[src/hdl/calc_pkg.sv]
/* Shared widths, stage counts and opcodes for the integer execution back end.
   Opcode encoding is internal to the back end; decode happens upstream. */
package calc_pkg;

  // Datapath widths
  localparam int dword_width_lp    = 64;
  localparam int vaddr_width_lp    = 39;
  localparam int reg_addr_width_lp = 5;

  // Stages after EX1: completion 0, commit at 1, writeback at 2
  localparam int pipe_stage_els_lp = 3;

  // Link and fall-through step
  localparam int instr_bytes_lp = 4;

  typedef enum logic [3:0]
  {
    e_calc_add  = 4'h0,
    e_calc_addi = 4'h1,
    e_calc_sub  = 4'h2,
    e_calc_and  = 4'h3,
    e_calc_or   = 4'h4,
    e_calc_xor  = 4'h5,
    e_calc_sll  = 4'h6,
    e_calc_srl  = 4'h7,
    e_calc_sra  = 4'h8,
    e_calc_slt  = 4'h9,
    e_calc_sltu = 4'ha,
    e_calc_mul  = 4'hb,
    e_calc_beq  = 4'hc,
    e_calc_bne  = 4'hd,
    e_calc_jal  = 4'he
  } calc_op_e;

  // Branches and jumps go to the ctrl pipe
  function automatic logic calc_op_is_ctrl(input calc_op_e op);
    logic is_ctrl;
    is_ctrl = (op == e_calc_beq) || (op == e_calc_bne) || (op == e_calc_jal);
    return is_ctrl;
  endfunction

  // Only conditional branches leave rd untouched
  function automatic logic calc_op_writes_rd(input calc_op_e op);
    logic writes;
    writes = (op != e_calc_beq) && (op != e_calc_bne);
    return writes;
  endfunction

endpackage
[src/hdl/calc_bypass.sv]
/* Operand forwarding from the completion pipe next-state slices.
   Slice 1 is the youngest; x0 always reads zero. */
`timescale 1ns/10ps

module calc_bypass
  import calc_pkg::*;
(
  input  logic [reg_addr_width_lp-1:0]                        rs1_addr_i,
  input  logic [reg_addr_width_lp-1:0]                        rs2_addr_i,
  input  logic [dword_width_lp-1:0]                           rs1_data_i,
  input  logic [dword_width_lp-1:0]                           rs2_data_i,
  input  logic [pipe_stage_els_lp:1]                          fwd_v_i,
  input  logic [pipe_stage_els_lp:1][reg_addr_width_lp-1:0]   fwd_addr_i,
  input  logic [pipe_stage_els_lp:1][dword_width_lp-1:0]      fwd_data_i,
  output logic [dword_width_lp-1:0]                           rs1_o,
  output logic [dword_width_lp-1:0]                           rs2_o
);

  function automatic logic [dword_width_lp-1:0] pick_src
  (
    input logic [reg_addr_width_lp-1:0]                      addr,
    input logic [dword_width_lp-1:0]                         rf_data,
    input logic [pipe_stage_els_lp:1]                        v,
    input logic [pipe_stage_els_lp:1][reg_addr_width_lp-1:0] fwd_addr,
    input logic [pipe_stage_els_lp:1][dword_width_lp-1:0]    fwd_data
  );
    logic [dword_width_lp-1:0] sel;
    sel = rf_data;
    // Walk from oldest to youngest so the youngest match wins
    for (int s = pipe_stage_els_lp; s >= 1; s--)
    begin
      if (v[s] && (fwd_addr[s] == addr))
      begin
        sel = fwd_data[s];
      end
    end
    if (addr == '0)
    begin
      sel = '0;
    end
    return sel;
  endfunction

  always_comb
  begin
    rs1_o = pick_src(rs1_addr_i, rs1_data_i, fwd_v_i, fwd_addr_i, fwd_data_i);
    rs2_o = pick_src(rs2_addr_i, rs2_data_i, fwd_v_i, fwd_addr_i, fwd_data_i);
  end

endmodule

[config.mk]
export PLATFORM = sky130hd
export DESIGN_NAME = calc_bypass
export DESIGN_NICKNAME = d
export VERILOG_FILES = /design/src/hdl/calc_pkg.sv /design/src/hdl/calc_bypass.sv
export SDC_FILE = /design/constraint.sdc
export NUM_CORES = 1
export LEC_CHECK = 0
export ABC_AREA = 1
export BUFFER_PORTS_ARGS = -buffer_cell sky130_fd_sc_hd__buf_2
export CORE_AREA = 2 2 188 190
export DETAILED_ROUTE_END_ITERATION = 10
export DIE_AREA = 0 0 190 192
export PLACE_DENSITY_LB_ADDON = 0.08
export SLEW_MARGIN = 20
export SYNTH_ARGS = -nofsm -noshare
export SYNTH_HDL_FRONTEND = slang
export SYNTH_SLANG_ARGS = --single-unit
[constraint.sdc]
create_clock -name vclk -period 1.3
set_input_delay 0.065 -clock vclk [all_inputs]
set_output_delay 0.065 -clock vclk [all_outputs]
set_load 0.02 [all_outputs]
==> flow_metrics.tcl <==
set metrics [dict create \
    grt_util_all_layers_pct 25.85 \
    violations "negative setup slack" \
    fillers 3695 \
    holdPathEnd "rs1_o[13]" \
    io_buffer_count 476 \
    hold_viol 0 \
    power.density_nw_per_um2 327.4 \
    yosys.area.top_type "nand2_1" \
    period_share_pct 131.0 \
    fmax_ghz 0.5873 \
    antenna_left 0 \
    end_kind "primary output" \
    dp_slack_ps -529.2 \
    timing.final.crit_period_ps 1703 \
    cp_slowest_cell "clkbuf_16" \
    fin_ws_ps -402.8 \
    synthesis.area_um2 6913 \
    via_count 12410 \
    synth_area_per_cell_um2 4.342 \
    syn_nets 1940 \
    dp_hpwl_um 34340 \
    worstHoldStart "rs1_data_i[13]" \
    yosysWarnings 0 \
    ys_seq_area_share_pct 0 \
    maxSlewHeadroom_pct 74.87 \
    ctsHoldBuffers 0 \
    first_global_vias 12320 \
    leakage_nw 9.309 \
    initialDrtViolationCount 613 \
    status "complete, but fails checks" \
    crit_type "input pin to primary output" \
    nets 2520 \
    cp-start-kind "input pin" \
    ff_latch_area_um2 0 \
    die_w_um 190 \
    drive_gt1_share_pct 55.16 \
    yosysMostFrequentCell "nand2_1" \
    drt_wl_total_um 52820 \
    stdcell_count 2637 \
    pin_count 476 \
    syn_inst 1592 \
    wl_per_cell_um 20.03 \
    num_rows 68 \
    area_delta_synth_final_pct 133.3 \
    grt_overflow_total 0 \
    multi_input_area_um2 7418 \
    fin_tns_setup_ps -39180 \
    crit_fanout 8 \
    ys_top_cells_by_area "nand2_1 25%, nand3_1 19%, inv_1 19%" \
    clock_buffers 0 \
    min_path_cells 6 \
    drv_cap 0 \
    slowest_delay_ps 180 \
    die_area_um2 36480 \
    start_util_pct 20.16 \
    drc 0 \
    seq_cells 0 \
    cp_data_arrival_time_ps 1640 \
    grt_pass1_wl_um 72620 \
    rsz0062_at_grt "true" \
    grt_max_degree 53 \
    ir_worst_vdd_v 0.0001844 \
    setup_viol 128 \
    synthTopCellsByCount "453 x nand2_1, 341 x inv_1, 268 x nor2_1, 263 x nand3_1, 107 x a21oi_1" \
    worstMarginPinSlew_ps 376.9 \
    maxSlewViolCount 0 \
    grt_antenna_before_repair 12 \
    design.core.area_um2 34290 \
    gp_congestion 0.9086 \
    ys_types 20 \
    synth_top_area_share_pct 24.60 \
    hp-class "input pin to primary output" \
    worstPathCellList "buf_6 -> inv_2 -> buf_4 -> nand2_1 -> nand2_2 -> nor2_4 -> nand3_4 -> buf_12 -> buf_12 -> clkbuf_16 -> nand2_1 -> nand3_2 -> a21oi_2 -> buf_4" \
    die_h_um 192 \
    required_ps 1240 \
    via_per_inst 4.707 \
    dp.cells 2523 \
    drtPass1Iterations 5 \
]
[worst max-delay path by stage]
stage / from / endpoint / slack [ps] / cells past startpoint
after floorplan: fwd_addr_i[14] / rs2_o[43] / 40 / 8
after global placement: rs2_addr_i[4] / rs2_o[48] / -490 / 12
after detailed placement: rs2_addr_i[1] / rs2_o[45] / -530 / 11
after CTS: rs1_addr_i[3] / rs1_o[0] / -350 / 13
after global routing: rs1_addr_i[3] / rs1_o[20] / -490 / 15
final: rs1_addr_i[2] / rs1_o[20] / -400 / 14
[report_power, final]
part	internal, mW	switching (mW)	total, mW
clock	0.00000123	0	0.00000123
combinational	2.46	2.82	5.28
sequential	0	0	0
[cells in the final DEF, fill, tap and decap left out, types with 2 or more instances in the layout]
master,n
nor2_1,129
inv_4,4
nand2_1,332
buf_6,142
o21ai_2,2
nand3_4,19
nand2_2,64
diode_2,12
inv_1,329
nand2_4,56
buf_16,27
bufbuf_16,3
nand4_1,2
nand3_1,170
nand3_2,77
a21oi_1,7
clkbuf_16,16
buf_4,72
buf_12,66
a21oi_4,13
buf_8,28
buf_2,330
nor2_4,85
xnor2_2,2
a21oi_2,113
inv_6,2
inv_2,13
nor2_2,60
nor3_1,2
[critical path: cells and delay by family]
family	cells	cell delay (ps)
compound gates	1	140
buf+inv	7	900
simple gates	6	530
[metrics by stage]
stage          hold slack, ps  total power, mW  area (um2)  utilization (%)
2_1_floorplan           338.9            1.924        7153                -
3_3_place_gp            569.2            3.673       10890            31.77
3_5_place_dp            567.8            3.653       10890            31.77
4_1_cts                 553.8            4.749       14150            41.27
5_1_grt                 583.6            5.598       16120            47.02
6_report                552.2            5.281       16130            47.04
[routing by layer]
metal / share of wire [%] / GRT usage, % / vias to the layer above
met5: 0 / 0 / -
met4: 2.9 / 6.082 / 0
met3: 6.0 / 2.869 / 92
met2: 52 / 48.93 / 510
met1: 39 / 30.95 / 5852
li1: - / - / 5958
[cells by family after synthesis]
logic type / share of synthesized area [%]
buffers and inverters: 28.38
and+or+nand+nor: 59.85
xor gates and xnor gates: 0.5067
AOI/OAI and AO/OA: 11.26
[what timing repair did]
action | 4_1_cts | 5_1_grt
gates cloned | 34 | 18
endpoints found under the setup margin | 128 | 128
pin swaps | 131 | 135
gates resized for setup | 559 | 412
buffers inserted | 40 | 19
[final cells by class]
type	count	area share, %
timing repair buffer	684	42.00
antenna	12	0.1862
multi-input combinational	1137	45.99
tap	455	3.530
inverter	349	8.293
Note: power is estimated with default switching activity, not from simulation.
