`config.mk`:
```
export PLATFORM = sky130hd
export DESIGN_NAME = calc_pipe_ctrl
export DESIGN_NICKNAME = d
export VERILOG_FILES = /design/src/hdl/calc_pkg.sv /design/src/hdl/calc_pipe_ctrl.sv
export SDC_FILE = /design/constraint.sdc
export NUM_CORES = 1
export LEC_CHECK = 0
export ABC_CLOCK_PERIOD_IN_PS = 7140
export BUFFER_PORTS_ARGS = -buffer_cell sky130_fd_sc_hd__buf_2
export CAP_MARGIN = 20
export CORE_AREA = 5 5 129 131
export DETAILED_ROUTE_END_ITERATION = 8
export DIE_AREA = 0 0 134 136
export SETUP_SLACK_MARGIN = 0.5
export SLEW_MARGIN = 5
export SYNTH_ARGS = -nofsm -noshare
export SYNTH_HDL_FRONTEND = slang
export SYNTH_SLANG_ARGS = --single-unit
```
`constraint.sdc`:
```
create_clock -name vclk -period 7.14
set_input_delay 1.428 -clock vclk [all_inputs]
set_output_delay 1.428 -clock vclk [all_outputs]
set_load 0.05 [all_outputs]
```
`src/hdl/calc_pkg.sv`:
```
/* Shared widths, stage counts and opcodes for the integer execution back end.
   Opcode encoding is internal to the back end; decode happens upstream. */
package calc_pkg;

  // Datapath widths
  localparam int dword_width_lp    = 64;
  localparam int vaddr_width_lp    = 39;
  localparam int reg_addr_width_lp = 5;

  // Stages after EX1: completion 0, commit at 1, writeback at 2
  localparam int pipe_stage_els_lp = 3;

  // Link and fall-through step
  localparam int instr_bytes_lp = 4;

  typedef enum logic [3:0]
  {
    e_calc_add  = 4'h0,
    e_calc_addi = 4'h1,
    e_calc_sub  = 4'h2,
    e_calc_and  = 4'h3,
    e_calc_or   = 4'h4,
    e_calc_xor  = 4'h5,
    e_calc_sll  = 4'h6,
    e_calc_srl  = 4'h7,
    e_calc_sra  = 4'h8,
    e_calc_slt  = 4'h9,
    e_calc_sltu = 4'ha,
    e_calc_mul  = 4'hb,
    e_calc_beq  = 4'hc,
    e_calc_bne  = 4'hd,
    e_calc_jal  = 4'he
  } calc_op_e;

  // Branches and jumps go to the ctrl pipe
  function automatic logic calc_op_is_ctrl(input calc_op_e op);
    logic is_ctrl;
    is_ctrl = (op == e_calc_beq) || (op == e_calc_bne) || (op == e_calc_jal);
    return is_ctrl;
  endfunction

  // Only conditional branches leave rd untouched
  function automatic logic calc_op_writes_rd(input calc_op_e op);
    logic writes;
    writes = (op != e_calc_beq) && (op != e_calc_bne);
    return writes;
  endfunction

endpackage
```
`src/hdl/calc_pipe_ctrl.sv`:
```
/* Branch and jump resolution in EX1; outputs are combinational from the
   reservation register. Link value is pc+4 zero-extended to 64 bits. */
`timescale 1ns/10ps

module calc_pipe_ctrl
  import calc_pkg::*;
(
  input  logic                      v_i,
  input  calc_op_e                  op_i,
  input  logic [vaddr_width_lp-1:0] pc_i,
  input  logic [dword_width_lp-1:0] rs1_i,
  input  logic [dword_width_lp-1:0] rs2_i,
  input  logic [dword_width_lp-1:0] imm_i,
  output logic                      br_v_o,
  output logic                      btaken_o,
  output logic [vaddr_width_lp-1:0] br_tgt_o,
  output logic [dword_width_lp-1:0] data_o
);

  logic                      operands_eq;
  logic                      cond_met;
  logic [vaddr_width_lp-1:0] taken_tgt;
  logic [vaddr_width_lp-1:0] next_pc;

  assign operands_eq = (rs1_i == rs2_i);

  always_comb
  begin
    case (op_i)
      e_calc_beq: cond_met = operands_eq;
      e_calc_bne: cond_met = ~operands_eq;
      e_calc_jal: cond_met = 1'b1;
      default:    cond_met = 1'b0;
    endcase
  end

  // Offset is truncated to the pc width
  assign taken_tgt = pc_i + imm_i[vaddr_width_lp-1:0];
  assign next_pc   = pc_i + vaddr_width_lp'(instr_bytes_lp);

  assign br_v_o   = v_i & calc_op_is_ctrl(op_i);
  assign btaken_o = br_v_o & cond_met;
  assign br_tgt_o = btaken_o ? taken_tgt : next_pc;
  assign data_o   = dword_width_lp'(next_pc);

  // A redirect must land on a halfword boundary
  always_comb
  begin
    assert final (!br_v_o || !br_tgt_o[0])
      else $error("branch or jump target is not halfword aligned");
  end

endmodule

```
==> results.md <==
* Pin count of the biggest net entering global routing at 67
* CP peak stage delay at 0.49 ns
* Worst setup SP type: input pin
* Vias in the first global route at 5313
* First-pass GRT wire length at 26.72 mm
* DR pass1 iterations at 5
* Unique masters post-synth at 63
* # DRC at 0
* Total GRT Usage at 17.96%
* Nets@finish at 1166
* Fmax at 175.7 MHz
* Final slew viol count at 0
* Vias per cell at 4.914
* Gpl congestion at 0.8909
* Pint at 179.0 µW
* LEAKAGE at 0.002914 µW
* Sw Share at 66.21%
* Max-Slew Margin vs Limit at 51.19%
* Die area at 0.01822 mm²
* Die Ht at 136 µm
* Area occupied by registers at 0 µm²
* Setup WS pre-CTS at 1.373 ns
* Crit Path Category: in -> out
* Post-layout instance area at 0.005680 mm²
* Setup WS post-layout at 1.449 ns
* Starting Density at 27.03%
* DR iter-0 viols at 327
* Post-Syn Instances at 616
* Peak supply drop at 0.04215 mV
* Synthesized area at 0.004185 mm²
* Placeable Area at 0.01548 mm²
* Worst path slowest cell: o311ai_0
* Post-layout min period at 5.691 ns
* Top delay family on crit path: compound AO/OA/AOI/OAI gates
* Sequential fraction of the synthesis area at 0%
* Hold EP: data_o[0]
* Max Cap Viol at 0
* Clk_buf instances at 0
* Placed cells at 1080
* Share of cells above drive strength 1 at 34.80%
* Final cycle utilization of the critical path at 79.71%
* Sequential cell count at 0
* CP arrival at 4.26 ns
* WL final at 17.95 mm
* Initial antenna violation count at 2
* Vias after detailed routing at 5317
* Synth Area in Simple Gates at 26.13%
* Most frequent cells in the layout: buf_2, xor2_1, nand2_1, xnor2_1, a21oi_1
* Syn. warnings at 0
* Hold Startpoint: pc_i[0]
* HP Class: in -> out
* Post-synthesis mux area share at 2.123%
* Main combinational cell family by area after synthesis: XOR/XNOR gates
* # resized after CTS at 0
* PwrDens at 93.26 mW/mm²
* I/O Buffers at 291
* Routed len/inst at 16.59 µm
* Ports at 341
* Final Hold Viols at 0
* Worst Max-Slew Pin Slew at 0.7321 ns
* NetSw at 350.8 µW
* Post-CTS setup buffer count at 0
* Layout Cells excl Fill at 1082
* Synth Area in Adders at 12.14%
* Hold Path Stages at 2
* Unrepaired setup endpoints after global routing: false
* Clock network fraction of design power at 0%
* Critical Path End Type: output port
* Post-DRT Antenna Nets at 0
* DP HPWL at 16.07 mm
* Synth Area in XOR/XNOR at 27.83%
* Worst Path Required at 5.71 ns
* GRT overflow at 0
* Setup Viol. Count Final at 0
* Status: finished clean
* Worst Path Max Fanout at 8
* Most common cell after layout, fill and taps aside: buf_2
* Post-synthesis compound-gate area fraction at 22.75%
* Mean Syn Cell Area at 6.794 µm²
* Sequential Power Share at 0%
* Post-DP Area at 0.005675 mm²
* Buf+Inv Stages, Crit Path at 3
* Area Growth Syn to Fin at 35.73%
* Core Rows at 46
* CTS Hold Bufs at 0
* Die W at 134 µm
* Logic pwr share at 100.0%
* CP Cell Sequence: buf_2, ha_1, inv_1, fa_1, nand3b_1, a21oi_2, o2111ai_1, a21oi_2, o221ai_4, o311ai_0, mux2_1, buf_2
* Setup TNS Final at 0 ns
-- synthesized netlist by cell type, types with 3 or more instances --
| library cell | number | area, µm² |
|---|---|---|
| xnor2_1 | 45 | 394.1 |
| and2_1 | 5 | 31.28 |
| o21ai_0 | 34 | 170.2 |
| and4_1 | 3 | 26.28 |
| buf_4 | 27 | 202.7 |
| nand2b_1 | 4 | 25.02 |
| o21ai_1 | 19 | 95.09 |
| a21o_1 | 12 | 90.09 |
| a31oi_1 | 3 | 18.77 |
| buf_6 | 3 | 33.78 |
| and3_1 | 12 | 75.07 |
| o41ai_1 | 3 | 26.28 |
| nand4_1 | 18 | 112.6 |
| nor4_1 | 19 | 118.9 |
| o211ai_1 | 4 | 30.03 |
| clkbuf_1 | 4 | 15.01 |
| buf_2 | 9 | 45.04 |
| inv_1 | 19 | 71.32 |
| nand2_1 | 79 | 296.5 |
| xor2_1 | 88 | 770.7 |
| nor3_1 | 8 | 40.04 |
| a21oi_1 | 40 | 200.2 |
| nand3_1 | 22 | 110.1 |
| nor2_1 | 36 | 135.1 |
| a211oi_1 | 7 | 52.55 |
| mux2_1 | 4 | 45.04 |
| o21bai_1 | 4 | 30.03 |
| ha_1 | 39 | 488.0 |
| mux2_2 | 3 | 33.78 |
| a21oi_2 | 3 | 26.28 |
-- area by class of cell --
| class | count | area [µm²] |
|---|---|---|
| tap | 192 | 240.2 |
| antenna | 2 | 5.005 |
| multi-input combinational | 577 | 3901 |
| inverter | 20 | 77.57 |
| fill | 1738 | 9802 |
| timing repair buffer | 291 | 1456 |
-- through the flow --
stage,util (%),hold slack [ns],power (µW)
finish,36.69,3.170,529.8
global route,36.69,3.178,572.9
CTS,36.66,3.170,531.0
detailed placement,36.66,3.170,528.5
global placement,36.66,3.170,526.6
floorplan,-,3.023,380.1
-- how the worst max path moves through the flow --
stage | startpoint | end | cells after the start
after floorplan | pc_i[0] | br_tgt_o[18] | 11
after detailed placement | pc_i[0] | br_tgt_o[30] | 12
after global placement | pc_i[0] | br_tgt_o[30] | 12
after CTS | pc_i[0] | br_tgt_o[30] | 12
after global routing | pc_i[0] | br_tgt_o[30] | 12
final | pc_i[0] | br_tgt_o[30] | 12
-- power groups by stage --
stage	combinational (µW)	clock, µW	sequential [µW]
finish	530	0.0000376	0
CTS	531	0	0
global route	573	0.0000375	0
detailed placement	529	0	0
floorplan	380	0	0
global placement	527	0	0
-- routing by layer --
metal  GRT usage (%)  wire length [µm]  up-vias
met3           2.406              1137       16
met5               0                 7        -
met4           2.286               281        2
li1                -                 -     2699
met2           36.02              9666      221
met1           20.54              6853     2379
-- kinds of logic (layout without fill, tap and decap cells) --
logic type               Yosys count  in the layout
AND/OR/NAND/NOR                  220            220
multiplexers                       8              8
adder cells (fa/ha/maj)           40             40
AO/OA/AOI/OAI                    151            151
other                              1             27
buffers and inverters             63            311
XOR/XNOR                         133            133
Power figures use the tool's default switching activity.
