--- src/hdl/calc_pkg.sv ---
/* Shared widths, stage counts and opcodes for the integer execution back end.
   Opcode encoding is internal to the back end; decode happens upstream. */
package calc_pkg;

  // Datapath widths
  localparam int dword_width_lp    = 64;
  localparam int vaddr_width_lp    = 39;
  localparam int reg_addr_width_lp = 5;

  // Stages after EX1: completion 0, commit at 1, writeback at 2
  localparam int pipe_stage_els_lp = 3;

  // Link and fall-through step
  localparam int instr_bytes_lp = 4;

  typedef enum logic [3:0]
  {
    e_calc_add  = 4'h0,
    e_calc_addi = 4'h1,
    e_calc_sub  = 4'h2,
    e_calc_and  = 4'h3,
    e_calc_or   = 4'h4,
    e_calc_xor  = 4'h5,
    e_calc_sll  = 4'h6,
    e_calc_srl  = 4'h7,
    e_calc_sra  = 4'h8,
    e_calc_slt  = 4'h9,
    e_calc_sltu = 4'ha,
    e_calc_mul  = 4'hb,
    e_calc_beq  = 4'hc,
    e_calc_bne  = 4'hd,
    e_calc_jal  = 4'he
  } calc_op_e;

  // Branches and jumps go to the ctrl pipe
  function automatic logic calc_op_is_ctrl(input calc_op_e op);
    logic is_ctrl;
    is_ctrl = (op == e_calc_beq) || (op == e_calc_bne) || (op == e_calc_jal);
    return is_ctrl;
  endfunction

  // Only conditional branches leave rd untouched
  function automatic logic calc_op_writes_rd(input calc_op_e op);
    logic writes;
    writes = (op != e_calc_beq) && (op != e_calc_bne);
    return writes;
  endfunction

endpackage
--- src/hdl/calc_pipe_int.sv ---
/* Single-cycle integer ALU. Opcodes outside the int group return zero.
   Shift amount is the low six bits of the second operand. */
`timescale 1ns/10ps

module calc_pipe_int
  import calc_pkg::*;
(
  input  calc_op_e                  op_i,
  input  logic [dword_width_lp-1:0] rs1_i,
  input  logic [dword_width_lp-1:0] rs2_i,
  input  logic [dword_width_lp-1:0] imm_i,
  output logic [dword_width_lp-1:0] data_o
);

  logic [dword_width_lp-1:0]         opb;
  logic [$clog2(dword_width_lp)-1:0] shamt;
  logic                              lt_s;
  logic                              lt_u;

  // Immediate form only for addi
  assign opb   = (op_i == e_calc_addi) ? imm_i : rs2_i;
  assign shamt = opb[$clog2(dword_width_lp)-1:0];

  assign lt_s = ($signed(rs1_i) < $signed(opb));
  assign lt_u = (rs1_i < opb);

  always_comb
  begin
    case (op_i)
      e_calc_add, e_calc_addi:
        data_o = rs1_i + opb;
      e_calc_sub:
        data_o = rs1_i - opb;
      e_calc_and:
        data_o = rs1_i & opb;
      e_calc_or:
        data_o = rs1_i | opb;
      e_calc_xor:
        data_o = rs1_i ^ opb;
      e_calc_sll:
        data_o = rs1_i << shamt;
      e_calc_srl:
        data_o = rs1_i >> shamt;
      e_calc_sra:
        data_o = $signed(rs1_i) >>> shamt;
      e_calc_slt:
        data_o = {{(dword_width_lp-1){1'b0}}, lt_s};
      e_calc_sltu:
        data_o = {{(dword_width_lp-1){1'b0}}, lt_u};
      default:
        data_o = '0;
    endcase
  end

endmodule

--- config.mk ---
export PLATFORM = sky130hd
export DESIGN_NAME = calc_pipe_int
export DESIGN_NICKNAME = d
export VERILOG_FILES = /design/src/hdl/calc_pkg.sv /design/src/hdl/calc_pipe_int.sv
export SDC_FILE = /design/constraint.sdc
export NUM_CORES = 1
export LEC_CHECK = 0
export BUFFER_PORTS_ARGS = -buffer_cell sky130_fd_sc_hd__buf_2
export CAP_MARGIN = 10
export CORE_ASPECT_RATIO = 1.75
export CORE_MARGIN = 1.5
export CORE_UTILIZATION = 47
export DETAILED_ROUTE_END_ITERATION = 16
export PLACE_DENSITY = 0.68
export SYNTH_ARGS = -nofsm -noshare
export SYNTH_HDL_FRONTEND = slang
export SYNTH_SLANG_ARGS = --single-unit
--- constraint.sdc ---
create_clock -name vclk -period 6.1
set_input_delay 0 -clock vclk [all_inputs]
set_output_delay 0 -clock vclk [all_outputs]
set_load 0.05 [all_outputs]
==> out/qor.txt, run 1 <==
Post-CTS repair timing setup buffer count - 0
Starting density of the core - 0.476
Sequential share of the synthesized area - 0
FP Rows - 101
Largest net degree at the start of global routing - 115
Remaining global-route overflow - 150
Vias in the first global route - 29198
Synth Cell Area - 20600 sq um
Outcome - aborted with a tool error
Post-Syn Instances - 3301
Die W - 161 um
IO Port Bufs - 260
Die H - 280 um
Detailed placement HPWL - 107000 um
GRT Util Overall - 0.646
# resized after CTS - 0
Distinct cells, synth - 78
Synthesized area per cell - 6.25 sq um
I/O pin total - 260
Placer congestion estimate - 1.16
Exit stage - 5_1_grt
Cts hold-fix bufs - 0
Syn Nets - 3685
First Err - [ERROR GRT-0116] Global routing finished with congestion. Check the congestion regions in the DRC Viewer.
First-pass GRT wire length - 216000 um
Ys Warns - 0
routing by layer:
| layer | GRT overflow | track usage |
|---|---|---|
| met4 | 63 | 0.758 |
| met1 | 0 | 0.641 |
| met2 | 87 | 0.896 |
| met3 | 0 | 0.336 |
| met5 | 0 | 0.00998 |
synth_stat cells (35+ instances only):
library cell / number / area share
nand2_1: 527 / 0.096
mux2i_1: 350 / 0.17
a21oi_1: 312 / 0.076
nor2_1: 295 / 0.054
inv_1: 193 / 0.035
o21ai_0: 192 / 0.047
ha_1: 187 / 0.11
clkbuf_1: 170 / 0.031
nor3_1: 73 / 0.018
a211oi_1: 61 / 0.022
nand3_1: 60 / 0.015
o221ai_1: 57 / 0.024
a221oi_1: 52 / 0.022
o211ai_1: 44 / 0.016
o21bai_1: 44 / 0.016
buf_2: 39 / 0.0095
buf_1: 35 / 0.0064
o31ai_1: 35 / 0.013
per-stage QoR:
stage | cells | setup slack (ns) | area (sq um)
CTS | 3963 | 0.581 | 22400
detailed placement | 3963 | 0.597 | 22400
global placement | 3963 | 0.617 | 22400
floorplan | 3301 | 0.225 | 20600
cells by family after synthesis:
kind of cell	synth area share
AOI/OAI and AO/OA	0.360
xor gates and xnor gates	0.00934
adders and majority gates	0.114
buffers and inverters	0.0865
muxes	0.186
and+or+nand+nor	0.244
==> inputs of run 2 (changes only) <==
--- a/config.mk
+++ b/config.mk
@@ -7,11 +7,10 @@
 export LEC_CHECK = 0
 export BUFFER_PORTS_ARGS = -buffer_cell sky130_fd_sc_hd__buf_2
 export CAP_MARGIN = 10
-export CORE_ASPECT_RATIO = 1.75
 export CORE_MARGIN = 1.5
-export CORE_UTILIZATION = 47
+export CORE_UTILIZATION = 32
 export DETAILED_ROUTE_END_ITERATION = 16
-export PLACE_DENSITY = 0.68
+export PLACE_DENSITY_LB_ADDON = 0.15
 export SYNTH_ARGS = -nofsm -noshare
 export SYNTH_HDL_FRONTEND = slang
 export SYNTH_SLANG_ARGS = --single-unit
==> run 2 against run 1 <==
  * The run now ends clean
  * Area after synthesis unchanged
  * Synthesized cell count unchanged
==> out/qor.txt, run 2 <==
Remaining global-route overflow - 0
Placer congestion estimate - 1.10 (-5.0%)
Synthesized area per cell - 6.25 sq um (unchanged)
Core area - 63400 sq um
CP Class - input pin to output port
Cts hold-fix bufs - 0 (unchanged)
Post-route cell area - 23100 sq um
Yosys top cell by area - mux2i_1
Area share of the largest cell type after synthesis - 0.170 (unchanged)
Distinct cells, synth - 78 (unchanged)
Place WS - 0.640 ns (+0.0437 ns)
RSZ-0062 raised after global routing - no
Die ar. - 66000 sq um
Drt drc - 0
Crit share post-route - 0.920
Count leader, synth - nand2_1
Number of DRC markers in iteration 0 - 4565
Most instantiated cells after synthesis - 527 x nand2_1, 350 x mux2i_1, 312 x a21oi_1, 295 x nor2_1, 193 x inv_1
Slew Viols, Final - 0
Most common cell after layout, fill and taps aside - nand2_1
Vias in the first global route - 25875
Final Hold Fails - 0
Worst setup margin - 0.486 ns
Share of cells above drive strength 1 - 0.125
Max-Cap Viols - 0
Nets - 3786
DR vias/cell - 6.69
Nature of the critical path startpoint - input pin
FF+latch area - 0 sq um
DR WL/cell - 30.7 um
Most frequent cells in the layout - 525 x nand2_1, 347 x mux2i_1, 312 x a21oi_1
Via count - 28464
Crit. End Element - output port
Sequential share of the synthesized area - 0 (unchanged)
FMAX - 0.178 GHz
Fillers - 7095
Setup TNS - 0 ns
Die W - 257 um (+59%)
Ys Warns - 0 (unchanged)
Post-DP Area - 23000 sq um (+2.6%)
Layout area overhead - 11.8%
First-pass GRT wire length - 183000 um
I/O pin total - 260 (unchanged)
Detailed placement HPWL - 104000 um (-3.2%)
Hold/Removal Path Class - input pin to output port
Least-Margin Pin Slew - 1.38 ns
Starting density of the core - 0.325 (-0.151)
Synth Cell Area - 20600 sq um (unchanged)
Maximum fanout along the worst path - 26
Period minus WS final - 5.61 ns
First-pass DRT Iterations - 6
Seq cells - 0
Area of the multi-input gates - 18900 sq um
Crit path DAT - 5.61 ns
Required @ worst endpoint - 6.10 ns
# resized after CTS - 0 (unchanged)
Largest net degree at the start of global routing - 115
Antenna violations before repair - 11
Post-CTS repair timing setup buffer count - 0 (unchanged)
Endpoints failing setup - 0
Outcome - complete, no violations
FP Rows - 92 (-8.9%)
Number of clock buffers in the layout - 0
WHS - 0.762 ns
Post-route ant nets - 0
Synth top area cells - mux2i_1 17%, ha_1 11%, nand2_1 9.6%
Die H - 257 um (-8.3%)
DRT Wirelength - 131000 um
Max-slew headroom - 0.0801
Syn Nets - 3685 (unchanged)
Post-Syn Instances - 3301 (unchanged)
GRT Util Overall - 0.372
IO Port Bufs - 260 (unchanged)
run 2: layout make-up:
cell class / count / area share
Antenna cell: 11 / 0.00119
Tap cell: 846 / 0.0459
Inverter: 203 / 0.0334
Multi-Input combinational cell: 2847 / 0.821
Timing Repair Buffer: 350 / 0.0985
run 2: per-stage QoR:
stage / utilization / std cells
floorplan: - / 3301
global route: 0.363 / 4247
global placement: 0.363 / 4245
finish: 0.364 / 4257
detailed placement: 0.363 / 4245
CTS: 0.363 / 4245
run 2: metal layers:
metal | vias to the layer above | share of wire | GRT usage
li1 | 12357 | - | -
met1 | 13580 | 0.40 | 0.503
met2 | 2167 | 0.39 | 0.528
met3 | 356 | 0.15 | 0.122
met4 | 4 | 0.059 | 0.175
met5 | - | 0.00018 | 0
run 2: worst max-delay path: stages:
cell and delay, ns:
buf_2 0.17, or4b_4 0.83, mux2_4 0.32, ha_1 0.20
inv_1 0.07, fa_1 0.42, nor2b_1 0.17, o2111ai_1 0.15
a21oi_1 0.26, o41ai_1 0.21, o31a_1 0.44, a31oi_1 0.50
a21oi_1 0.28, o21ai_0 0.43, nand3_1 0.24, or4_1 0.45
nand4_1 0.12, buf_2 0.27
run 2: logic make-up after synthesis:
logic type                 share of synthesized area
muxes                                          0.186
and+or+nand+nor                                0.244
adders and majority gates                      0.114
xor gates and xnor gates                     0.00934
AOI/OAI and AO/OA                              0.360
buffers and inverters                         0.0865
run 2: worst paths after layout:
| path | endpoint | depth (start not counted) | from | slack [ns] |
|---|---|---|---|---|
| worst max-delay path | data_o[62] | 18 | op_i[1] | 0.49 |
| worst min-delay path | data_o[0] | 5 | op_i[0] | 0.76 |
